--- config.mk ---
export PLATFORM = sky130hd
export DESIGN_NAME = execute_stage
export DESIGN_NICKNAME = d
export VERILOG_FILES = /design/src/verilog/cpu_pkg.sv /design/src/verilog/execute_stage.sv
export SDC_FILE = /design/constraint.sdc
export NUM_CORES = 1
export LEC_CHECK = 0
export ABC_AREA = 1
export BUFFER_PORTS_ARGS = -buffer_cell sky130_fd_sc_hd__clkbuf_2
export CORE_MARGIN = 2
export CORE_UTILIZATION = 52
export DETAILED_ROUTE_END_ITERATION = 8
export PLACE_DENSITY = 0.86
export REMOVE_ABC_BUFFERS = 1
export SETUP_SLACK_MARGIN = 0.15
export SLEW_MARGIN = 25
export SYNTH_ARGS = -nofsm -noshare
export SYNTH_HDL_FRONTEND = slang
export SYNTH_SLANG_ARGS = --single-unit
--- constraint.sdc ---
create_clock -name clk -period 0.8 [get_ports clk]
set_clock_uncertainty 0.15 [all_clocks]
set_input_delay 0.04 -clock clk [delete_from_list [all_inputs] [get_ports clk]]
set_output_delay 0.04 -clock clk [all_outputs]
set_load 0.01 [all_outputs]
--- src/verilog/cpu_pkg.sv ---
`default_nettype none

package cpu_pkg;

	//////////////////////////////////////////////////
	// Widths
	//////////////////////////////////////////////////

	localparam int XLEN        = 32;
	localparam int REG_ADDR_W  = 5;
	localparam int DMEM_ADDR_W = 8;

	// Opcodes, top six bits of the word
	localparam logic [5:0] OP_NOP  = 6'h00;
	localparam logic [5:0] OP_ADD  = 6'h01;
	localparam logic [5:0] OP_SUB  = 6'h02;
	localparam logic [5:0] OP_AND  = 6'h03;
	localparam logic [5:0] OP_OR   = 6'h04;
	localparam logic [5:0] OP_XOR  = 6'h05;
	localparam logic [5:0] OP_SLT  = 6'h06;
	localparam logic [5:0] OP_ADDI = 6'h08;
	localparam logic [5:0] OP_LW   = 6'h10;
	localparam logic [5:0] OP_SW   = 6'h11;

	// ALU function select
	localparam logic [2:0] ALU_ADD = 3'd0;
	localparam logic [2:0] ALU_SUB = 3'd1;
	localparam logic [2:0] ALU_AND = 3'd2;
	localparam logic [2:0] ALU_OR  = 3'd3;
	localparam logic [2:0] ALU_XOR = 3'd4;
	localparam logic [2:0] ALU_SLT = 3'd5;

	// Operand source in execute
	localparam logic [1:0] FWD_REG = 2'd0;
	localparam logic [1:0] FWD_MEM = 2'd1;
	localparam logic [1:0] FWD_WB  = 2'd2;

	//////////////////////////////////////////////////
	// Instruction word
	//////////////////////////////////////////////////

	typedef struct packed {
		logic [5:0]            opcode;
		logic [REG_ADDR_W-1:0] rd;
		logic [REG_ADDR_W-1:0] rs1;
		logic [REG_ADDR_W-1:0] rs2;
		logic [10:0]           unused;
	} r_fmt_t;

	// For SW the rd slot names the register to store
	typedef struct packed {
		logic [5:0]            opcode;
		logic [REG_ADDR_W-1:0] rd;
		logic [REG_ADDR_W-1:0] rs1;
		logic [15:0]           imm;
	} i_fmt_t;

	typedef union packed {
		r_fmt_t r_fmt;
		i_fmt_t i_fmt;
	} instr_u;

	//////////////////////////////////////////////////
	// Pipeline registers
	//////////////////////////////////////////////////

	typedef struct packed {
		logic       reg_write;
		logic       mem_read;
		logic       mem_write;
		logic       use_imm;
		logic       reads_rs1;
		logic       reads_rs2;
		logic [2:0] alu_op;
	} ctrl_t;

	typedef struct packed {
		logic                  valid;
		ctrl_t                 ctrl;
		logic [REG_ADDR_W-1:0] rd;
		logic [REG_ADDR_W-1:0] rs1;
		logic [REG_ADDR_W-1:0] rs2;
		logic [XLEN-1:0]       rs1_val;
		logic [XLEN-1:0]       rs2_val;
		logic [XLEN-1:0]       imm;
	} idex_t;

	typedef struct packed {
		logic                  valid;
		logic                  reg_write;
		logic                  mem_read;
		logic                  mem_write;
		logic [REG_ADDR_W-1:0] rd;
		logic [XLEN-1:0]       alu_result;
		logic [XLEN-1:0]       store_data;
	} exmem_t;

	typedef struct packed {
		logic                  valid;
		logic [REG_ADDR_W-1:0] rd;
		logic [XLEN-1:0]       data;
	} wb_t;

endpackage

`default_nettype wire

--- src/verilog/execute_stage.sv ---
`timescale 1ns/1ps
`default_nettype none

module execute_stage (
	input  wire logic             clk,
	input  wire logic             rst_n,
	input  wire cpu_pkg::idex_t   idex,
	input  wire logic [1:0]       fwd_a,
	input  wire logic [1:0]       fwd_b,
	input  wire cpu_pkg::exmem_t  mem_fwd,
	input  wire cpu_pkg::wb_t     wb_fwd,
	output cpu_pkg::exmem_t       exmem
);

	logic [cpu_pkg::XLEN-1:0] op_a;
	logic [cpu_pkg::XLEN-1:0] reg_b;
	logic [cpu_pkg::XLEN-1:0] op_b;
	logic [cpu_pkg::XLEN-1:0] alu_result;

	function automatic logic [cpu_pkg::XLEN-1:0] fwd_mux(
		input logic [1:0]               sel,
		input logic [cpu_pkg::XLEN-1:0] reg_val
	);
		case (sel)
			cpu_pkg::FWD_MEM: return mem_fwd.alu_result;
			cpu_pkg::FWD_WB:  return wb_fwd.data;
			default:          return reg_val;
		endcase
	endfunction

	//////////////////////////////////////////////////
	// Operand select
	//////////////////////////////////////////////////

	assign op_a  = fwd_mux(fwd_a, idex.rs1_val);
	assign reg_b = fwd_mux(fwd_b, idex.rs2_val);

	// ADDI, LW and SW add the immediate
	assign op_b = idex.ctrl.use_imm ? idex.imm : reg_b;

	//////////////////////////////////////////////////
	// ALU
	//////////////////////////////////////////////////

	always_comb begin
		case (idex.ctrl.alu_op)
			cpu_pkg::ALU_SUB: alu_result = op_a - op_b;
			cpu_pkg::ALU_AND: alu_result = op_a & op_b;
			cpu_pkg::ALU_OR:  alu_result = op_a | op_b;
			cpu_pkg::ALU_XOR: alu_result = op_a ^ op_b;
			cpu_pkg::ALU_SLT: begin
				alu_result = {{(cpu_pkg::XLEN-1){1'b0}}, $signed(op_a) < $signed(op_b)};
			end
			default:          alu_result = op_a + op_b;
		endcase
	end

	// Execute/memory register
	always_ff @(posedge clk or negedge rst_n) begin
		if (!rst_n) begin
			exmem <= '0;
		end else begin
			exmem.valid      <= idex.valid;
			exmem.reg_write  <= idex.valid && idex.ctrl.reg_write;
			exmem.mem_read   <= idex.valid && idex.ctrl.mem_read;
			exmem.mem_write  <= idex.valid && idex.ctrl.mem_write;
			exmem.rd         <= idex.rd;
			exmem.alu_result <= alu_result;
			// Forwarded value, so a store right after its producer is correct
			exmem.store_data <= reg_b;
		end
	end

	// Decoder never issues a load and a store at once
	a_no_read_write: assert property (
		@(posedge clk) disable iff (!rst_n)
		idex.valid |=> !(exmem.mem_read && exmem.mem_write)
	) else $error("load and store set together");

endmodule

`default_nettype wire

==> reports/metrics.yaml, run 1 <==
status: "did not finish"
lastStage: "5_1_grt"
error_line: "[ERROR GRT-0232] Routing congestion too high. Check the congestion heatmap in the GUI."
h-tree-depth: 3
die_y_um: 142
port_buffers: 251
cts.path.max_buffers: 2
gp_congestion: 1.09
cts_sinks: 73
synth_top_cell_by_area: "dfrtp_1"
ios: 311
ys_ff_latch: 73
synth_top_area_share_pct: 18.4
dp_hpwl_um: 35500
grt_overflow: 75
ys_warn_count: 0
die_w_um: 142
start_util_pct: 53.0
grtUsageTotal_pct: 77.9
synth_area_leaders: "dfrtp_1 (18%), nand2_1 (17%), inv_1 (13%)"
numCtsBuffers: 9
cts_root_buffer: "clkbuf_16"
grt_max_degree: 43
syn-cell-area_sq_um: 9920
synth.avg_cell_area_sq_um: 6.05
yosysSeqAreaShare_pct: 18.4
worst-ep-kind: "sequential cell input"
grt_repair_worst_endpoint: "exmem[32]$_DFF_PN0_/D"
synth.distinct_cells: 43
synthCells: 1640
rows: 50
cell usage after synthesis (all sizes together):
| library cell | count |
|---|---|
| o21bai | 4 |
| o311ai | 3 |
| a211oi | 1 |
| nand3 | 115 |
| a2bb2oi | 1 |
| nor3 | 15 |
| a221o | 64 |
| nor4 | 1 |
| buf | 36 |
| o2111ai | 1 |
| nand2 | 469 |
| o221ai | 1 |
| nor2 | 108 |
| or2 | 2 |
| a221oi | 4 |
| inv | 351 |
| and2 | 3 |
| clkbuf | 32 |
| o22ai | 28 |
| o21ai | 118 |
| clkinv | 1 |
| nor3b | 1 |
| o211ai | 1 |
| a21o | 2 |
| xor2 | 11 |
| nand4 | 14 |
| ha | 100 |
| a21oi | 76 |
| a21boi | 1 |
| fa | 2 |
| dfrtp | 73 |
| a31oi | 1 |
logic make-up after synthesis:
| family | count (synthesis) | synth area share (%) |
|---|---|---|
| flip-flops | 73 | 18.4 |
| AND/OR/NAND/NOR | 728 | 30.9 |
| buffers and inverters | 420 | 16.9 |
| AO/OA/AOI/OAI | 306 | 19.8 |
| adder cells (fa/ha/maj) | 102 | 13.0 |
| XOR/XNOR | 11 | 0.972 |
per-layer routing:
layer / overflow / track usage (%)
met2: 42 / 95.6
met1: 1 / 78.9
met5: 0 / 23.6
met4: 32 / 78.1
met3: 0 / 59.9
what timing repair did:
| action | 4_1_cts |
|---|---|
| buffers inserted | 31 |
| endpoints found under the hold margin | 114 |
| endpoints found under the setup margin | 137 |
| gates cloned | 3 |
| resized for setup | 441 |
| hold buffers | 7 |
| pin swaps | 84 |
metrics by stage:
| step | std cells | hold slack [ns] | setup TNS (ns) | area [sq um] | worst slack, ns |
|---|---|---|---|---|---|
| after floorplan | 1572 | -0.406 | -109.46 | 9560 | -2.57 |
| after CTS | 2440 | -0.328 | -72.73 | 15700 | -1.65 |
| after detailed placement | 2384 | -0.119 | -99.76 | 13700 | -2.63 |
| after global placement | 2384 | -0.123 | -95.72 | 13700 | -2.48 |
==> run 2, diff against run 1 <==
--- a/config.mk
+++ b/config.mk
@@ -8,11 +8,10 @@
 export ABC_AREA = 1
 export BUFFER_PORTS_ARGS = -buffer_cell sky130_fd_sc_hd__clkbuf_2
 export CORE_MARGIN = 2
-export CORE_UTILIZATION = 52
+export CORE_UTILIZATION = 37
 export DETAILED_ROUTE_END_ITERATION = 8
-export PLACE_DENSITY = 0.86
+export PLACE_DENSITY_LB_ADDON = 0.15
 export REMOVE_ABC_BUFFERS = 1
-export SETUP_SLACK_MARGIN = 0.15
 export SLEW_MARGIN = 25
 export SYNTH_ARGS = -nofsm -noshare
 export SYNTH_HDL_FRONTEND = slang
==> run 2 against run 1 <==
The flow now finishes, with violations (hold timing, setup timing). Synthesized cell count did not move. Area after synthesis is the same.
==> reports/metrics.yaml, run 2 <==
status: "complete, but fails checks"  # was did not finish
violations: "hold timing, setup timing"
p_int_mw: 16.7
critPathCaptureType: "flip-flop"
h-tree-depth: 3  # unchanged
wire_per_inst_um: 17.9
synth.avg_cell_area_sq_um: 6.05  # unchanged
mostFrequentLayoutCells: "nand2_1 (364), buf_4 (347), inv_1 (282)"
p_per_area_nw_per_um2: 1820
grt_pass1_wl_um: 69300
arrival_ns: 2.66
synthCells: 1640  # unchanged
maxSlewHeadroom_pct: 58.2
synth_area_leaders: "dfrtp_1 (18%), nand2_1 (17%), inv_1 (13%)"  # unchanged
synth.distinct_cells: 43  # unchanged
p_clk_share_pct: 14.4
cap_violations: 0
gp_congestion: 1.02  # was 1.09
largest_register_ffs: 73
largest-register: "exmem"
synthFlopType: "dfrtp_1"  # unchanged
vias: 13400
cpMaxStageDelayCell: "fa_2"
synth_common_cells: "nand2_1 (454), inv_1 (345), o21ai_0 (113)"  # unchanged
rows: 59  # was 50
grt.busiest_layer: "met2"
holdWs_ns: -0.237
swShare_pct: 46.4
fin_crit_sh_pct: 314
ys_warn_count: 0  # unchanged
vias_per_cell: 5.15
fin_nets: 2592
synth_edf_count: 0  # unchanged
yosysMostFrequentCell: "nand2_1"  # unchanged
hold_class: "input port to flip-flop"
dp_hpwl_um: 35600  # was 35,500 um
power_mw: 31.1
port_buffers: 251  # unchanged
crit_start: "fwd_a[0]"
drt-total-wl_um: 46400
cp.required_ns: 0.94
grt_use_met3_pct: 4.77
design.die.area_sq_um: 28100
synthArstFlopShare_pct: 100  # unchanged
grt_overflow: 0
setup_tns_ns: -75.76
clkTransAtPathRegs_ns: 0.07
setup_viol: 137
synth_top_cell_by_area: "dfrtp_1"  # unchanged
grt_pass1_vias: 12900
cts_tree: "yes"
grt.met2_usage_pct: 51.7
grt_max_degree: 43
cts_sinks: 73  # unchanged
hold_viol: 32
worstPathCellList: "buf_8 -> buf_6 -> ha_4 -> buf_6 -> buf_6 -> a221o_1 -> o21ai_2 -> inv_2 -> buf_6 -> fa_2 -> nand2_2 -> nand2_4 -> nand3_4 -> nand2_4 -> nand2_4 -> nand2_4 -> nand3_2 -> nand2_1 -> nand2_1 -> nand3_2 -> nand3_2"
ios: 311  # unchanged
grt_setup_unrepaired: "true"
yosysSeqAreaShare_pct: 18.4  # unchanged
hold_buffers: 10  # was 7
period_minus_slack_ns: 2.51
slowest_delay_ns: 0.40
drive_gt1_share_pct: 50.3
syn-cell-area_sq_um: 9920  # unchanged
numCtsBuffers: 9  # unchanged
irDropWorstVdd_mv: 1.21
leakagePower_nw: 9.35
use_met1_pct: 43.7
tightest_slew_ns: 0.627
die_y_um: 168  # was 142 um
crit_path_max_fanout: 7
antenna_cells: 0
ant_nets: 0
ys_ff_latch: 73  # unchanged
p_comb_share_pct: 70.6
critPathKind: "input port to flip-flop"
crit_path_end: "exmem[58]"
start_util_pct: 37.8  # was 53.0%
fmax_mhz: 398
drc: 0
p_switching_mw: 14.5
slew_viol_final: 0
area_growth_pct: 72.9
die_w_um: 168  # was 142 um
antenna_found_initial: 0
final_common_cell: "nand2_1"
core-area_sq_um: 26200
cts_root_buffer: "clkbuf_16"  # unchanged
grtUsageTotal_pct: 31.8
post-place-ws_ns: -2.49  # was -2.63 ns
drtIter0Drc: 1113
synth_top_area_share_pct: 18.4  # unchanged
cts.path.max_buffers: 2  # unchanged
seqPwrFrac_pct: 15.0
setup_slack_ns: -1.71
reg_top3: "exmem x73"
startpoint_type: "input port"
first_pass_iters: 5
==> run 2: cells by family after synthesis <==
kind of cell / count (synthesis) / synth area share (%)
adders and majority gates: 102 / 13.0
buffers and inverters: 420 / 16.9
and+or+nand+nor: 728 / 30.9
DFF: 73 / 18.4
AOI/OAI and AO/OA: 306 / 19.8
xor gates and xnor gates: 11 / 0.972
==> run 2: critical path, delay by kind of cell <==
| kind | cells | cell delay [ns] |
|---|---|---|
| AO/OA/AOI/OAI | 2 | 0.45 |
| adder cells (fa/ha/maj) | 2 | 0.56 |
| buffers and inverters | 6 | 0.66 |
| AND/OR/NAND/NOR | 11 | 0.95 |
==> run 2: cell type report <==
cell class,instances,area (sq um)
well taps,335,419
flip-flops and latches,73,1830
clock buffers,9,225
repair buffers,669,4910
inverters,352,1360
multi-input cells,1147,8330
clock inverters,7,77.6
fillers,2355,9060
==> run 2: power groups by stage <==
stage | Combinational, mW | Clock (mW) | Sequential, mW
after floorplan | 7.89 | 0 | 5.09
after global placement | 16.5 | 0 | 4.73
after detailed placement | 16.7 | 0 | 4.71
after CTS | 19.8 | 4.55 | 4.65
after global routing | 23.7 | 4.67 | 4.72
final | 22.0 | 4.48 | 4.66
==> run 2: what timing repair did <==
action                                  in CTS  in global routing
hold endpoints to repair                   114                 32
buffers inserted                            30                 17
endpoints found under the setup margin     137                137
resized for setup                          501                201
cloned                                       2                  2
pin swaps                                   96                 63
==> run 2: worst min path at each step <==
stage,start,end,slack (ns),depth (start not counted)
finish,idex[41],exmem[9],-0.24,3
global route,idex[41],exmem[9],-0.23,3
CTS,idex[61],exmem[29],-0.26,3
detailed placement,rst_n,exmem[34],-0.11,2
global placement,rst_n,exmem[34],-0.13,2
floorplan,rst_n,exmem[0],-0.41,0
==> run 2: stage by stage <==
| stage | cells | cell area (sq um) | hold WS (ns) | util (%) |
|---|---|---|---|---|
| 5_1_grt | 2592 | 17100 | -0.229 | 65.4 |
| 6_report | 2592 | 17100 | -0.237 | 65.4 |
| 3_5_place_dp | 2526 | 14200 | -0.109 | 54.1 |
| 2_1_floorplan | 1572 | 9560 | -0.406 | - |
| 4_1_cts | 2578 | 16300 | -0.257 | 62.1 |
| 3_3_place_gp | 2526 | 14200 | -0.128 | 54.1 |
==> run 2: per-layer routing <==
layer / wire, um / share of wire [%]
met1: 20000 / 43
met2: 21200 / 46
met3: 3820 / 8.2
met4: 1370 / 2.9
met5: 0 / 0
No activity file was read; power rests on OpenSTA's default activity.
==> run 3, diff against run 2 <==
==> constraint.sdc (replaced) <==
create_clock -name clk -period 2.65 [get_ports clk]
set_clock_uncertainty 0.15 [all_clocks]
set_input_delay 0.1325 -clock clk [delete_from_list [all_inputs] [get_ports clk]]
set_output_delay 0.1325 -clock clk [all_outputs]
set_load 0.01 [all_outputs]
==> run 3 against run 2 <==
The flow still finishes with violations (hold timing, setup timing). Core utilization decreased by 3.7 points. Clock power is 70% lower. Global-route usage fell by 1.2 points. Sequential cell count stayed put. Routed wire length fell by 3.2%. First-iteration DRC count fell by 0.27%. Sequential share of layout area rose by 0.65 points. Largest power group unchanged.
==> reports/metrics.yaml, run 3 (same netlist as run 2, synthesis figures left out) <==
status: "complete, but fails checks"  # unchanged
violations: "hold timing, setup timing"  # unchanged
final_common_cell: "nand2_1"  # unchanged
power_mw: 8.81  # was 31.1 mW
reg_top3: "exmem x73"  # unchanged
crit_start: "fwd_b[1]"  # was fwd_a[0]
hold_viol: 2  # was 32
fin_nets: 2572  # was 2,592
antenna_cells: 0  # unchanged
post-place-ws_ns: -0.867  # was -2.49 ns
ios: 311  # unchanged
ant_nets: 0  # unchanged
leakagePower_nw: 8.99  # was 9.35 nW
start_util_pct: 37.8  # unchanged
setup_slack_ns: -0.0214  # was -1.71 ns
drc: 0  # unchanged
h-tree-depth: 3  # unchanged
rows: 59  # unchanged
seq_area_sq_um: 1830  # unchanged
vias: 13100  # was 13,400
grt_setup_unrepaired: "true"  # unchanged
critPathKind: "input port to flip-flop"  # unchanged
setup_viol: 1  # was 137
dp_hpwl_um: 35200  # was 35,600 um
gp_congestion: 0.996  # was 1.02
tightest_slew_ns: 0.724  # was 0.627 ns
grt_pass1_wl_um: 66800  # was 69,300 um
irDropWorstVdd_mv: 0.284  # was 1.21 mV
largest-register: "exmem"  # unchanged
fmax_mhz: 374
startpoint_type: "input port"  # unchanged
cts_sinks: 73  # unchanged
grtUsageTotal_pct: 30.6  # was 31.8%
period_minus_slack_ns: 2.67
p_switching_mw: 4.12  # was 14.5 mW
setup_tns_ns: -0.0214  # was -75.76 ns
die_y_um: 168  # unchanged
slew_viol_final: 0  # unchanged
critPathCaptureType: "flip-flop"  # unchanged
cts.path.max_buffers: 2  # unchanged
numCtsBuffers: 9  # unchanged
utilization_pct: 61.7  # was 65.4%
wire_per_inst_um: 17.5  # was 17.9 um
p_comb_share_pct: 68.7  # was 70.6%
crit_path_end: "exmem[63]"  # was exmem[58]
clkTransAtPathRegs_ns: 0.08  # was 0.07 ns
cap_violations: 0  # unchanged
p_per_area_nw_per_um2: 545  # was 1820 nW/um^2
p_int_mw: 4.69  # was 16.7 mW
crit_path_max_fanout: 20  # was 7
maxSlewHeadroom_pct: 51.7  # was 58.2%
cts_tree: "yes"  # unchanged
multi_input_area_sq_um: 7680  # was 8330 sq um
drive_gt1_share_pct: 41.2  # was 50.3%
largest_register_ffs: 73  # unchanged
arrival_ns: 2.77  # was 2.66 ns
seqPwrFrac_pct: 15.9  # was 15.0%
cts_root_buffer: "clkbuf_16"  # unchanged
antenna_found_initial: 0  # unchanged
drt-total-wl_um: 45000  # was 46,400 um
fin_crit_sh_pct: 101
core-area_sq_um: 26200  # unchanged
nFillCells: 2469  # was 2,355
hold_class: "input port to flip-flop"  # unchanged
first_pass_iters: 6  # was 5
drtIter0Drc: 1110  # was 1,113
grt_max_degree: 39  # was 43
swShare_pct: 46.8  # was 46.4%
die_w_um: 168  # unchanged
area_growth_pct: 63.0  # was 72.9%
grt_overflow: 0  # unchanged
p_clk_share_pct: 15.4  # was 14.4%
grt_pass1_vias: 12500  # was 12,900
design.die.area_sq_um: 28100  # unchanged
cp.required_ns: 2.75  # was 0.94 ns
vias_per_cell: 5.09  # was 5.15
mostFrequentLayoutCells: "nand2_1 (397), buf_4 (331), inv_1 (328)"  # was nand2_1 (364), buf_4 (347), inv_1 (282)
port_buffers: 251  # unchanged
holdWs_ns: -0.00378  # was -0.237 ns
-- run 3: power by group through the flow --
| stage | combinational [mW] | sequential [mW] | clock [mW] |
|---|---|---|---|
| 6_report | 6.05 | 1.40 | 1.36 |
| 3_5_place_dp | 5.00 | 1.43 | 0 |
| 5_1_grt | 6.56 | 1.43 | 1.42 |
| 4_1_cts | 5.37 | 1.41 | 1.36 |
| 2_1_floorplan | 2.38 | 1.54 | 0 |
| 3_3_place_gp | 4.96 | 1.43 | 0 |
-- run 3: per-layer routing --
layer / wire (um) / global-route usage [%] / vias up
li1: - / - / 6410
met1: 20100 / 43.2 / 6078
met2: 20400 / 49.0 / 536
met3: 3500 / 4.70 / 77
met4: 996 / 7.83 / 0
met5: 0 / 0 / -
-- run 3: worst min-delay path by stage --
stage / start / endpoint / slack [ns] / cells after the start
4_1_cts: wb_fwd[14] / exmem[14] / 0.007 / 4
3_5_place_dp: rst_n / exmem[41] / 0.03 / 1
6_report: wb_fwd[14] / exmem[14] / -0.004 / 4
3_3_place_gp: rst_n / exmem[34] / 0.02 / 1
2_1_floorplan: rst_n / exmem[0] / -0.31 / 0
5_1_grt: wb_fwd[12] / exmem[12] / 0.02 / 4
-- run 3: area by class of cell --
| class | count | share of cell area [%] |
|---|---|---|
| flip-flops and latches | 73 | 11.3 |
| multi-input cells | 1147 | 47.5 |
| clock buffers | 9 | 1.39 |
| well taps | 335 | 2.59 |
| clock inverters | 7 | 0.410 |
| inverters | 352 | 8.28 |
| repair buffers | 649 | 28.5 |
-- run 3: worst max-delay path: stages --
cell and delay (ns):
buf_4 0.13, ha_4 0.33, inv_2 0.07, buf_8 0.16, buf_4 0.17, o21ai_1 0.20
o21ai_2 0.09, buf_4 0.14, ha_2 0.33, buf_4 0.16, nor2_1 0.17, nand2_2 0.12
nor3_2 0.19, nand2_1 0.11, nand2_1 0.07, nand2_1 0.04, nand3_1 0.07, nand3_1 0.06
-- run 3: what timing repair did --
item / in CTS / in global routing
setup endpoints to repair: 29 / 29
hold buffers: 39 / 1
gates resized for setup: 160 / 268
pin swaps: 23 / 46
endpoints found under the hold margin: 70 / 1
gates cloned: 0 / 1
setup buffers: 8 / 13
-- run 3: through the flow --
step	hold slack, ns	instances	cell area [sq um]
4_1_cts	0.00738	2557	15100
6_report	-0.00378	2572	16200
2_1_floorplan	-0.313	1572	9560
3_5_place_dp	0.0345	2494	13900
5_1_grt	0.0159	2572	16200
3_3_place_gp	0.0182	2494	13900
